**config.mk**
```make
export PLATFORM = sky130hd
export DESIGN_NAME = riscv_io_top
export DESIGN_NICKNAME = d
export VERILOG_FILES = /design/src/hw/riscv_io_pkg.sv /design/src/hw/riscv_button_debouncer.sv /design/src/hw/uart_cfg_regs.sv /design/src/hw/uart_tx_fifo.sv /design/src/hw/uart_tx_serializer.sv /design/src/hw/riscv_io_top.sv
export VERILOG_INCLUDE_DIRS = /design/src /design/src/include
export SDC_FILE = /design/constraint.sdc
export NUM_CORES = 1
export LEC_CHECK = 0
export ABC_AREA = 1
export BUFFER_PORTS_ARGS = -buffer_cell sky130_fd_sc_hd__buf_2
export CORE_UTILIZATION = 55
export DETAILED_ROUTE_END_ITERATION = 10
export PLACE_DENSITY_LB_ADDON = 0.25
export REMOVE_ABC_BUFFERS = 1
export SYNTH_ARGS = -nofsm -noshare
export SYNTH_HDL_FRONTEND = slang
export SYNTH_SLANG_ARGS = --single-unit
```
**constraint.sdc**
```tcl
create_clock -name i_riscv_clk -period 4.1 [get_ports i_riscv_clk]
set_input_delay 0.82 -clock i_riscv_clk [delete_from_list [all_inputs] [get_ports i_riscv_clk]]
set_output_delay 0.82 -clock i_riscv_clk [all_outputs]
set_load 0.01 [all_outputs]
```
**src/include/riscv_io_config.svh**
```systemverilog
`ifndef RISCV_IO_CONFIG_SVH
`define RISCV_IO_CONFIG_SVH

// transmit FIFO, kept small so full is reached quickly
`define RIO_FIFO_DEPTH 4

// clock cycles per serial bit after reset
`define RIO_BAUD_DIV_RST 16'd4

// parity off, even type
`define RIO_PAR_EN_RST   1'b0
`define RIO_PAR_TYPE_RST 1'b0

// cycles the sampled button must hold a new level
`define RIO_DEBOUNCE_CYCLES 8

`endif

```
**src/hw/riscv_io_pkg.sv**
```systemverilog
`default_nettype none

package riscv_io_pkg;

  // one core write strobe
  typedef struct packed {
    logic [1:0] addr;
    logic [7:0] data;
  } io_wr_t;

  // UART frame setup
  typedef struct packed {
    logic [15:0] baud_div;  // cycles per bit, 2 or more
    logic        par_en;
    logic        par_type;  // 0 even, 1 odd
  } uart_cfg_t;

  // register map
  localparam logic [1:0] REG_TX_DATA = 2'd0;
  localparam logic [1:0] REG_BAUD_LO = 2'd1;
  localparam logic [1:0] REG_BAUD_HI = 2'd2;
  localparam logic [1:0] REG_CTRL    = 2'd3;  // bit 0 parity enable, bit 1 parity type

  typedef enum logic [2:0] {
    IDLE,
    START,
    DATA,
    PARITY,
    STOP
  } tx_state_t;

endpackage

`default_nettype wire

```
**src/hw/riscv_button_debouncer.sv**
```systemverilog
`timescale 1ns/100ps
`default_nettype none

`include "riscv_io_config.svh"

module riscv_button_debouncer (
  input  logic i_riscv_clk,
  input  logic i_reset    ,
  input  logic i_noisy    ,
  output logic o_debounced
);

  localparam int CYCLES = `RIO_DEBOUNCE_CYCLES;
  localparam int CNT_W  = $clog2(CYCLES + 1);

  logic             sync_q1;
  logic             sync_q2;
  logic [CNT_W-1:0] stable_cnt;

  // button is asynchronous to the core clock
  always_ff @(posedge i_riscv_clk) begin
    if (i_reset) begin
      sync_q1 <= 1'b0;
      sync_q2 <= 1'b0;
    end else begin
      sync_q1 <= i_noisy;
      sync_q2 <= sync_q1;
    end
  end

  always_ff @(posedge i_riscv_clk) begin
    if (i_reset) begin
      stable_cnt  <= '0;
      o_debounced <= 1'b0;
    end else if (sync_q2 == o_debounced) begin
      stable_cnt <= '0;  // bounced back, start over
    end else if (stable_cnt == CNT_W'(CYCLES - 1)) begin
      // new level held long enough
      stable_cnt  <= '0;
      o_debounced <= sync_q2;
    end else begin
      stable_cnt <= stable_cnt + 1'b1;
    end
  end

endmodule

`default_nettype wire

```
**src/hw/uart_cfg_regs.sv**
```systemverilog
`timescale 1ns/100ps
`default_nettype none

`include "riscv_io_config.svh"

module uart_cfg_regs (
  input  logic                    i_riscv_clk,
  input  logic                    i_reset    ,
  input  logic                    i_wr       ,
  input  riscv_io_pkg::io_wr_t    i_wr_req   ,
  output riscv_io_pkg::uart_cfg_t o_cfg      ,
  output logic                    o_push     ,
  output logic [7:0]              o_push_data
);

  import riscv_io_pkg::*;

  // configuration registers
  always_ff @(posedge i_riscv_clk) begin
    if (i_reset) begin
      o_cfg.baud_div <= `RIO_BAUD_DIV_RST;
      o_cfg.par_en   <= `RIO_PAR_EN_RST;
      o_cfg.par_type <= `RIO_PAR_TYPE_RST;
    end else if (i_wr) begin
      case (i_wr_req.addr)
        REG_BAUD_LO: o_cfg.baud_div[7:0]  <= i_wr_req.data;
        REG_BAUD_HI: o_cfg.baud_div[15:8] <= i_wr_req.data;
        REG_CTRL: begin
          o_cfg.par_en   <= i_wr_req.data[0];
          o_cfg.par_type <= i_wr_req.data[1];
        end
        default: ;  // data writes go to the FIFO
      endcase
    end
  end

  // FIFO decides whether the byte fits
  assign o_push      = i_wr && (i_wr_req.addr == REG_TX_DATA);
  assign o_push_data = i_wr_req.data;

endmodule

`default_nettype wire

```
**src/hw/uart_tx_fifo.sv**
```systemverilog
`timescale 1ns/100ps
`default_nettype none

`include "riscv_io_config.svh"

module uart_tx_fifo (
  input  logic       i_riscv_clk,
  input  logic       i_reset    ,
  input  logic       i_push     ,
  input  logic       i_pop      ,
  input  logic [7:0] i_push_data,
  output logic [7:0] o_rd_data  ,
  output logic       o_empty    ,
  output logic       o_full
);

  localparam int DEPTH = `RIO_FIFO_DEPTH;
  localparam int AW    = $clog2(DEPTH);

  logic [7:0]  mem [DEPTH];
  logic [AW-1:0] wr_ptr;
  logic [AW-1:0] rd_ptr;
  logic [AW:0]   count;
  logic          push_ok;
  logic          pop_ok;

  assign push_ok = i_push && !o_full;  // overflow is dropped
  assign pop_ok  = i_pop && !o_empty;

  always_ff @(posedge i_riscv_clk) begin
    if (push_ok) begin
      mem[wr_ptr] <= i_push_data;
    end
  end

  // pointers wrap on their own, depth is a power of two
  always_ff @(posedge i_riscv_clk) begin
    if (i_reset) begin
      wr_ptr <= '0;
      rd_ptr <= '0;
      count  <= '0;
    end else begin
      if (push_ok) wr_ptr <= wr_ptr + 1'b1;
      if (pop_ok)  rd_ptr <= rd_ptr + 1'b1;
      case ({push_ok, pop_ok})
        2'b10:   count <= count + 1'b1;
        2'b01:   count <= count - 1'b1;
        default: ;  // both or neither
      endcase
    end
  end

  assign o_rd_data = mem[rd_ptr];  // head shown without delay
  assign o_empty   = (count == '0);
  assign o_full    = (count == (AW+1)'(DEPTH));

endmodule

`default_nettype wire

```
**src/hw/uart_tx_serializer.sv**
```systemverilog
`timescale 1ns/100ps
`default_nettype none

module uart_tx_serializer (
  input  logic                    i_riscv_clk,
  input  logic                    i_reset    ,
  input  riscv_io_pkg::uart_cfg_t i_cfg      ,
  input  logic                    i_empty    ,
  input  logic [7:0]              i_rd_data  ,
  output logic                    o_pop      ,
  output logic                    o_tx       ,
  output logic                    o_busy
);

  import riscv_io_pkg::*;

  tx_state_t   state;
  logic [15:0] baud_cnt;
  logic [15:0] baud_div_q;  // divisor of the frame in flight
  logic        par_en_q;
  logic        par_bit_q;
  logic [2:0]  bit_idx;
  logic [7:0]  shift_q;
  logic        bit_end;

  assign bit_end = (baud_cnt == baud_div_q - 16'd1);

  // last stop cycle may pop too, frames then run back to back
  assign o_pop = !i_empty && ((state == IDLE) || ((state == STOP) && bit_end));

  always_ff @(posedge i_riscv_clk) begin
    if (i_reset) begin
      state    <= IDLE;
      baud_cnt <= '0;
      bit_idx  <= '0;
    end else if (o_pop) begin
      state    <= START;
      baud_cnt <= '0;
    end else if (state != IDLE) begin
      if (bit_end) begin
        baud_cnt <= '0;
        case (state)
          START: begin
            state   <= DATA;
            bit_idx <= '0;
          end
          DATA: begin
            bit_idx <= bit_idx + 3'd1;
            if (bit_idx == 3'd7) begin
              state <= par_en_q ? PARITY : STOP;
            end
          end
          PARITY:  state <= STOP;
          default: state <= IDLE;  // stop bit done, nothing waiting
        endcase
      end else begin
        baud_cnt <= baud_cnt + 16'd1;
      end
    end
  end

  // byte and setup captured at pop
  always_ff @(posedge i_riscv_clk) begin
    if (o_pop) begin
      shift_q    <= i_rd_data;
      baud_div_q <= i_cfg.baud_div;
      par_en_q   <= i_cfg.par_en;
      par_bit_q  <= (^i_rd_data) ^ i_cfg.par_type;  // odd inverts
    end else if ((state == DATA) && bit_end) begin
      shift_q <= shift_q >> 1;  // LSB first
    end
  end

  always_comb begin
    case (state)
      START:   o_tx = 1'b0;
      DATA:    o_tx = shift_q[0];
      PARITY:  o_tx = par_bit_q;
      default: o_tx = 1'b1;  // stop and idle
    endcase
  end

  assign o_busy = (state != IDLE);

endmodule

`default_nettype wire

```
**src/hw/riscv_io_top.sv**
```systemverilog
`timescale 1ns/100ps
`default_nettype none

module riscv_io_top (
  input  logic                 i_riscv_clk                   ,
  input  logic                 i_reset                       ,
  input  logic                 i_wr                          ,
  input  riscv_io_pkg::io_wr_t i_wr_req                      ,
  input  logic                 i_riscv_top_external_interrupt,
  output logic                 o_riscv_top_tx_data           ,
  output logic                 o_riscv_top_tx_busy           ,
  output logic                 o_tx_fifo_full                ,
  output logic                 o_ext_irq
);

  import riscv_io_pkg::*;

  uart_cfg_t  cfg;
  logic       push;
  logic [7:0] push_data;
  logic       pop;
  logic [7:0] fifo_rd_data;
  logic       fifo_empty;

  uart_cfg_regs u_cfg_regs (
    .i_riscv_clk(i_riscv_clk),
    .i_reset    (i_reset    ),
    .i_wr       (i_wr       ),
    .i_wr_req   (i_wr_req   ),
    .o_cfg      (cfg        ),
    .o_push     (push       ),
    .o_push_data(push_data  )
  );

  uart_tx_fifo u_tx_fifo (
    .i_riscv_clk(i_riscv_clk   ),
    .i_reset    (i_reset       ),
    .i_push     (push          ),
    .i_pop      (pop           ),
    .i_push_data(push_data     ),
    .o_rd_data  (fifo_rd_data  ),
    .o_empty    (fifo_empty    ),
    .o_full     (o_tx_fifo_full)  // polled by the core
  );

  uart_tx_serializer u_tx_serializer (
    .i_riscv_clk(i_riscv_clk        ),
    .i_reset    (i_reset            ),
    .i_cfg      (cfg                ),
    .i_empty    (fifo_empty         ),
    .i_rd_data  (fifo_rd_data       ),
    .o_pop      (pop                ),
    .o_tx       (o_riscv_top_tx_data),
    .o_busy     (o_riscv_top_tx_busy)
  );

  riscv_button_debouncer u_button_debouncer (
    .i_riscv_clk(i_riscv_clk                   ),
    .i_reset    (i_reset                       ),
    .i_noisy    (i_riscv_top_external_interrupt),
    .o_debounced(o_ext_irq                     )
  );

endmodule

`default_nettype wire

```
# ---- Word-level counts from Yosys, hierarchy flattened
# Memories as Yosys holds them, arrays and structs flattened. A register that Yosys moved wholly into a read port is not among the register bits.
# Cells that the tools add are included.
dict set report totals {
  in_bits 14
  ramBits 32
  word_cells 91
  reg_bits 80
  output_inout_bits 4
  memories 1
}
dict set report classes {
  n_mux 16
  n_bitwise 3
  n_addsub 8
  reduce_logical 28
  n_eq_ne 16
}
# memory depth word_bits rd rd_ports_with_merged_regs wr line_no
set mem_list {}
lappend mem_list {u_tx_fifo.mem 4 8 1 1 1 uart_tx_fifo.sv:20} ;# logic [7:0] mem [DEPTH];
# operator count
set ops {}
lappend ops {{$add 16x1->16 const B} 1}
lappend ops {{$eq 16x16->1} 1}
lappend ops {{$mux 16} 1}
lappend ops {{$mux 8} 2}
lappend ops {{$sub 16x1->16 const B} 1}
lappend ops {{$pmux 3 s2} 2}
lappend ops {{$reduce_bool 2->1} 5}
lappend ops {{$eq 3x3->1 const B} 3}
lappend ops {{$pmux 3 s3} 1}
lappend ops {{$reduce_and 2->1} 4}
lappend ops {{$reduce_xor 8->1} 1}
lappend ops {{$add 3x1->3 const B} 2}
lappend ops {{$eq 2x2->1 const B} 3}
lappend ops {{$eq 3x2->1 const B} 2}
lappend ops {{$logic_and 1x1->1} 6}
lappend ops {{$logic_not 3->1} 2}
lappend ops {{$mux 3} 2}
lappend ops {{$reduce_and 3->1} 2}
lappend ops {{$mux 1} 5}
lappend ops {{$add 2x1->2 const B} 2}
lappend ops {{$add 4x1->4 const B} 1}
lappend ops {{$eq 2x1->1 const B} 2}
lappend ops {{$eq 4x3->1 const B} 1}
lappend ops {{$mux 2} 2}
lappend ops {{15 further kinds} 17}

# ---- Logic depth before layout (Yosys ltp)
dict set report depth {
  ltp_word 8
  depth_mapped 22
  ltp_nobuf 22
}

# ---- Hierarchy
# A second synthesis with hierarchy kept.
dict set report hier_totals {
  hier_cells 702
  hier_area_um2 5793.1
}
# module instances seq_area_each_um2 area_per_inst_um2 cells_per_inst
set modules_own_cells {}
lappend modules_own_cells {uart_tx_serializer 1 1221.2 3010.4 397}
lappend modules_own_cells {uart_tx_fifo 1 1141.1 1691.6 146}
lappend modules_own_cells {uart_cfg_regs 1 360.3 819.5 125}
lappend modules_own_cells {riscv_button_debouncer 1 140.1 271.5 34}

# ---- Worst setup path before layout
# OpenSTA, ideal clock, no wires.
dict set report synth_path {
  path_kind {flip-flop to flip-flop}
  startpoint {register u_tx_serializer.baud_div_q[0]}
  endpoint {register u_tx_fifo.count[2]}
  arrival_time_ns 3.033
  t_required_ns 3.978
  path_stages_with_launch 22
  n_path_buf 0
  period_less_slack_ns 3.155
  slack_ns 0.945
  setup_ns 0.122
  path_cell_list {edfxtp_1 inv_2 ha_1 nand2_1 nor2_1 nand2_1 nand2_1 nand2_1 nand2_1 nand3_1 nor2_1 nand3_4 nand2_4 nand2_8 inv_2 ha_1 inv_1 fa_1 a21oi_1 o21ai_0 o21ai_0 a21oi_1}
}
dict set report synth_via {
  elab_chain_len 8
  word_cells_on_any_way 10
  cone_classes {1 x add/sub; 3 x eq/ne; 1 x mux; 5 x reduce/logical}
}
# element line_no
set synth_lines {}
lappend synth_lines {{from (decl)} uart_tx_serializer.sv:19} ;# logic [15:0] baud_div_q;
lappend synth_lines {{from (signal assigned)} uart_tx_serializer.sv:66} ;# baud_div_q <= i_cfg.baud_div;
lappend synth_lines {{$sub 16x1->16 (*)} uart_tx_serializer.sv:26} ;# assign bit_end = (baud_cnt == baud_div_q - 16'd1);
lappend synth_lines {{$eq 16x16->1 (*)} uart_tx_serializer.sv:26}
lappend synth_lines {{$logic_and 1x1->1 (*)} uart_tx_serializer.sv:29} ;# assign o_pop = !i_empty && ((state == IDLE) || ((state == STOP) && bit_end));
lappend synth_lines {{$logic_or 1x1->1 (*)} uart_tx_serializer.sv:29}
lappend synth_lines {{$logic_and 1x1->1 (*)} uart_tx_serializer.sv:29}
lappend synth_lines {{$logic_and 1x1->1 (*)} uart_tx_fifo.sv:28} ;# assign pop_ok = i_pop && !o_empty;
lappend synth_lines {{$eq 2x1->1 or $eq 2x2->1 (tied branches)} uart_tx_fifo.sv:45} ;# case ({push_ok, pop_ok})
lappend synth_lines {{$pmux 3 s2 or $reduce_bool 2->1 (tied branches)} -}
lappend synth_lines {{to (signal assigned)} uart_tx_fifo.sv:46} ;# 2'b10: count <= count + 1'b1;
lappend synth_lines {{to (signal assigned)} uart_tx_fifo.sv:47} ;# 2'b01: count <= count - 1'b1;
lappend synth_lines {{to (decl)} uart_tx_fifo.sv:23} ;# logic [AW:0] count;
# Every way passes the cells marked *; elsewhere a longest branch is shown, timed or not.
# A chain may end at the register's enable or synchronous reset.

# ---- Final worst setup path
# Same ends and word-level chain as after synthesis.

==> impl_metrics.env <==
export IMPL_status="finished, final reports clean"
export IMPL_die_w_um=102.6
export IMPL_port_buffer_count=17
export IMPL_path_max_fanout=17
export IMPL_setup_violations=0
export IMPL_grt_first_pass_wirelength_mm=19.13
export IMPL_io_pins=18
export IMPL_start_kind="register"
export IMPL_period_needed_ns=3.195
export IMPL_cts_buffer_depth=2
export IMPL_cp_arrival_ns=3.59
export IMPL_grtUsageTotal=0.2445
export IMPL_htree_levels=4
export IMPL_wl_per_cell_um=14.24
export IMPL_max_cap_violations=0
export IMPL_r2r_start="u_tx_serializer.baud_div_q[0]$_DFFE_PN_"
export IMPL_drive_above_1_share=0.1172
export IMPL_netlist_top_cell_by_area="edfxtp_1"
export IMPL_fin_nets=703
export IMPL_wirelength_mm=11.74
export IMPL_hold_viol_final=0
export IMPL_hold_path_class="reg2reg"
export IMPL_fmax_mhz=313.0
export IMPL_syn2layout_area_growth_pct=13.39
export IMPL_crit_required_ns=4.50
export IMPL_mostFrequentLayoutCell="nand2_1"
export IMPL_drt_iter0_markers=189
export IMPL_grt_max_degree=30
export IMPL_place_hpwl_mm=8.636
export IMPL_synthTopCellsByArea="edfxtp_1 31%, dfxtp_1 20%, nand2_1 8.4%, nor2_1 7.4%, inv_1 4.9%"
export IMPL_drtAntennaViolNets=0
export IMPL_clk_latency_ns=0.52
export IMPL_crit_path_end_kind="register"
export IMPL_syn_inst=649
export IMPL_vias_per_cell=5.245
export IMPL_clk_pin_slew_ns=0.05
export IMPL_core_area_mm2=0.009774
export IMPL_numCtsBuffers=17
export IMPL_worst_pin_slew_ns=0.8753
export IMPL_hp_start="u_button_debouncer.sync_q1$_SDFF_PP0_"
export IMPL_maxSlewViolCount=0
export IMPL_chipHeight_um=102.6
export IMPL_ys_seq_elements=114
export IMPL_fin_crit_sh=0.7791
export IMPL_yosysSeqAreaShare=0.5140
export IMPL_yosys_warnings=0
export IMPL_grt_overflow_total=0
export IMPL_yosysTopAreaCellShare=0.3127
export IMPL_cts_sinks=114
export IMPL_leakage_uw=0.002555
export IMPL_yosys_cell_types_count=39
export IMPL_drc=0
export IMPL_place_gp_congestion=0.8789
export IMPL_initial_utilization=0.5698
export IMPL_antenna_found_initial=0
export IMPL_power_uw=4291
export IMPL_rsz0062_at_grt="false"
export IMPL_skew_ns=0.008808
export IMPL_dr_pass1_iters=5
export IMPL_layout_common_cells="124 x nand2_1, 110 x nor2_1, 72 x inv_1"
export IMPL_root_buffer="clkbuf_8"
export IMPL_final_cell_count_no_fill=824
export IMPL_via_count=4322
export IMPL_n_fill_cell=822
export IMPL_relSlewSlack=0.4120
export IMPL_peakVddDrop_mv=0.4242
export IMPL_cts_tree="built"
export IMPL_die_area_mm2=0.01053
export IMPL_cp_startpoint="u_tx_serializer.baud_div_q[0]$_DFFE_PN_"
export IMPL_grt_pass1_vias=4053
export IMPL_numPlacedInstances=792
export IMPL_syn_cell_area_mm2=0.005569
export IMPL_fin_tns_setup_ns=0
export IMPL_cts_resized=0
export IMPL_cts_hold_buf=0
export IMPL_post_cts_buffers=0
export IMPL_n_antenna_cell=0
export IMPL_row_count=36
export IMPL_powerDensity_mw_per_mm2=679.5
export IMPL_syn_area_per_cell_um2=8.581
export IMPL_worstSetupPathType="reg2reg"
-- metrics by stage --
stage	hold WS (ns)	setup WS [ns]	instance area [um^2]	util
floorplan	0.3883	0.9110	5510	-
global placement	0.3952	1.014	5777	0.5910
detailed placement	0.4091	0.8964	5777	0.5910
CTS	0.4241	0.8953	6315	0.6461
global route	0.4377	0.4955	6315	0.6461
finish	0.4183	0.9055	6315	0.6461
-- cells by family (layout without fill, tap and decap cells) --
group	Yosys count	count (layout)	synth area share
xor+xnor	29	29	0.04561
fa+ha+maj	11	11	0.02606
flops	114	114	0.5140
simple gates	329	329	0.2705
buf+inv	83	125	0.06044
compound gates	83	83	0.08335
-- critical path, stage by stage, from the launching register on --
cell	delay, ns
edfxtp_1	0.39
inv_2	0.09
ha_1	0.26
nand2_1	0.12
nor2_1	0.16
nand2_1	0.09
nand2_1	0.08
nand2_1	0.05
nand2_1	0.05
nand3_1	0.07
nor2_1	0.17
nand3_4	0.15
nand2_4	0.14
nand2_8	0.12
inv_2	0.08
ha_1	0.13
inv_1	0.06
fa_1	0.37
a21oi_1	0.14
o21ai_0	0.11
o21ai_0	0.15
a21oi_1	0.05
-- layout make-up --
type	count	area (um^2)	share of cell area
clock buffers	23	489.2	0.07747
well taps	133	166.4	0.02635
inverters	74	277.8	0.04399
clock inverters	9	48.80	0.007727
repair buffers	19	100.1	0.01585
multi-input cells	452	2370	0.3753
flip-flops and latches	114	2863	0.4533
-- layer usage --
metal  track usage  share of wire
met2        0.3995           0.49
met3       0.06983          0.044
met1        0.3057           0.45
met5             0              0
met4       0.09890          0.018
-- path summary, 6_finish.rpt --
path	end	slack (ns)	cells after the start
hold / removal	u_button_debouncer.sync_q2$_SDFF_PP0_	0.42	2
hold reg to reg	u_button_debouncer.sync_q2$_SDFF_PP0_	0.42	2
setup / recovery	u_tx_fifo.count[2]$_SDFFE_PP0P_	0.91	21
setup reg to reg	u_tx_fifo.count[2]$_SDFFE_PP0P_	0.91	21
-- state kept, by name (all words and copies together) (netlist names), named ones only --
| register | cells |
|---|---|
| u_tx_serializer.bit_idx | 3 |
| u_tx_fifo.count | 3 |
| u_tx_serializer.baud_cnt | 16 |
| u_button_debouncer.sync_q2 | 1 |
| u_tx_serializer.par_bit_q | 1 |
| u_tx_serializer.state | 3 |
| u_tx_fifo.wr_ptr | 2 |
| u_tx_serializer.baud_div_q | 16 |
| u_tx_fifo.mem | 32 |
| u_tx_fifo.rd_ptr | 2 |
| u_button_debouncer.stable_cnt | 4 |
| u_cfg_regs.o_cfg | 18 |
| u_button_debouncer.o_debounced | 1 |
| u_button_debouncer.sync_q1 | 1 |
| u_tx_serializer.par_en_q | 1 |
| u_tx_serializer.shift_q | 8 |
-- synthesized netlist by cell type (all sizes together) --
cell / n
inv: 74
fa: 1
nand3: 34
o22a: 4
xor2: 19
nand4: 11
o211ai: 1
and3b: 1
a21oi: 21
o22ai: 4
nand3b: 6
dfxtp: 56
nand2: 131
nor2: 119
nor3b: 1
and2: 3
buf: 5
ha: 10
or2: 1
edfxtp: 58
clkbuf: 4
nor4: 2
xnor2: 10
nor3: 20
o21ai: 53
-- where the power goes --
group	total [uW]	internal (uW)	switching [uW]	leakage, uW
logic	1360	455	905	0.00128
clock network	1310	823	485	0.000277
registers	1620	1460	163	0.000998
(Power assumes the default switching activity.)
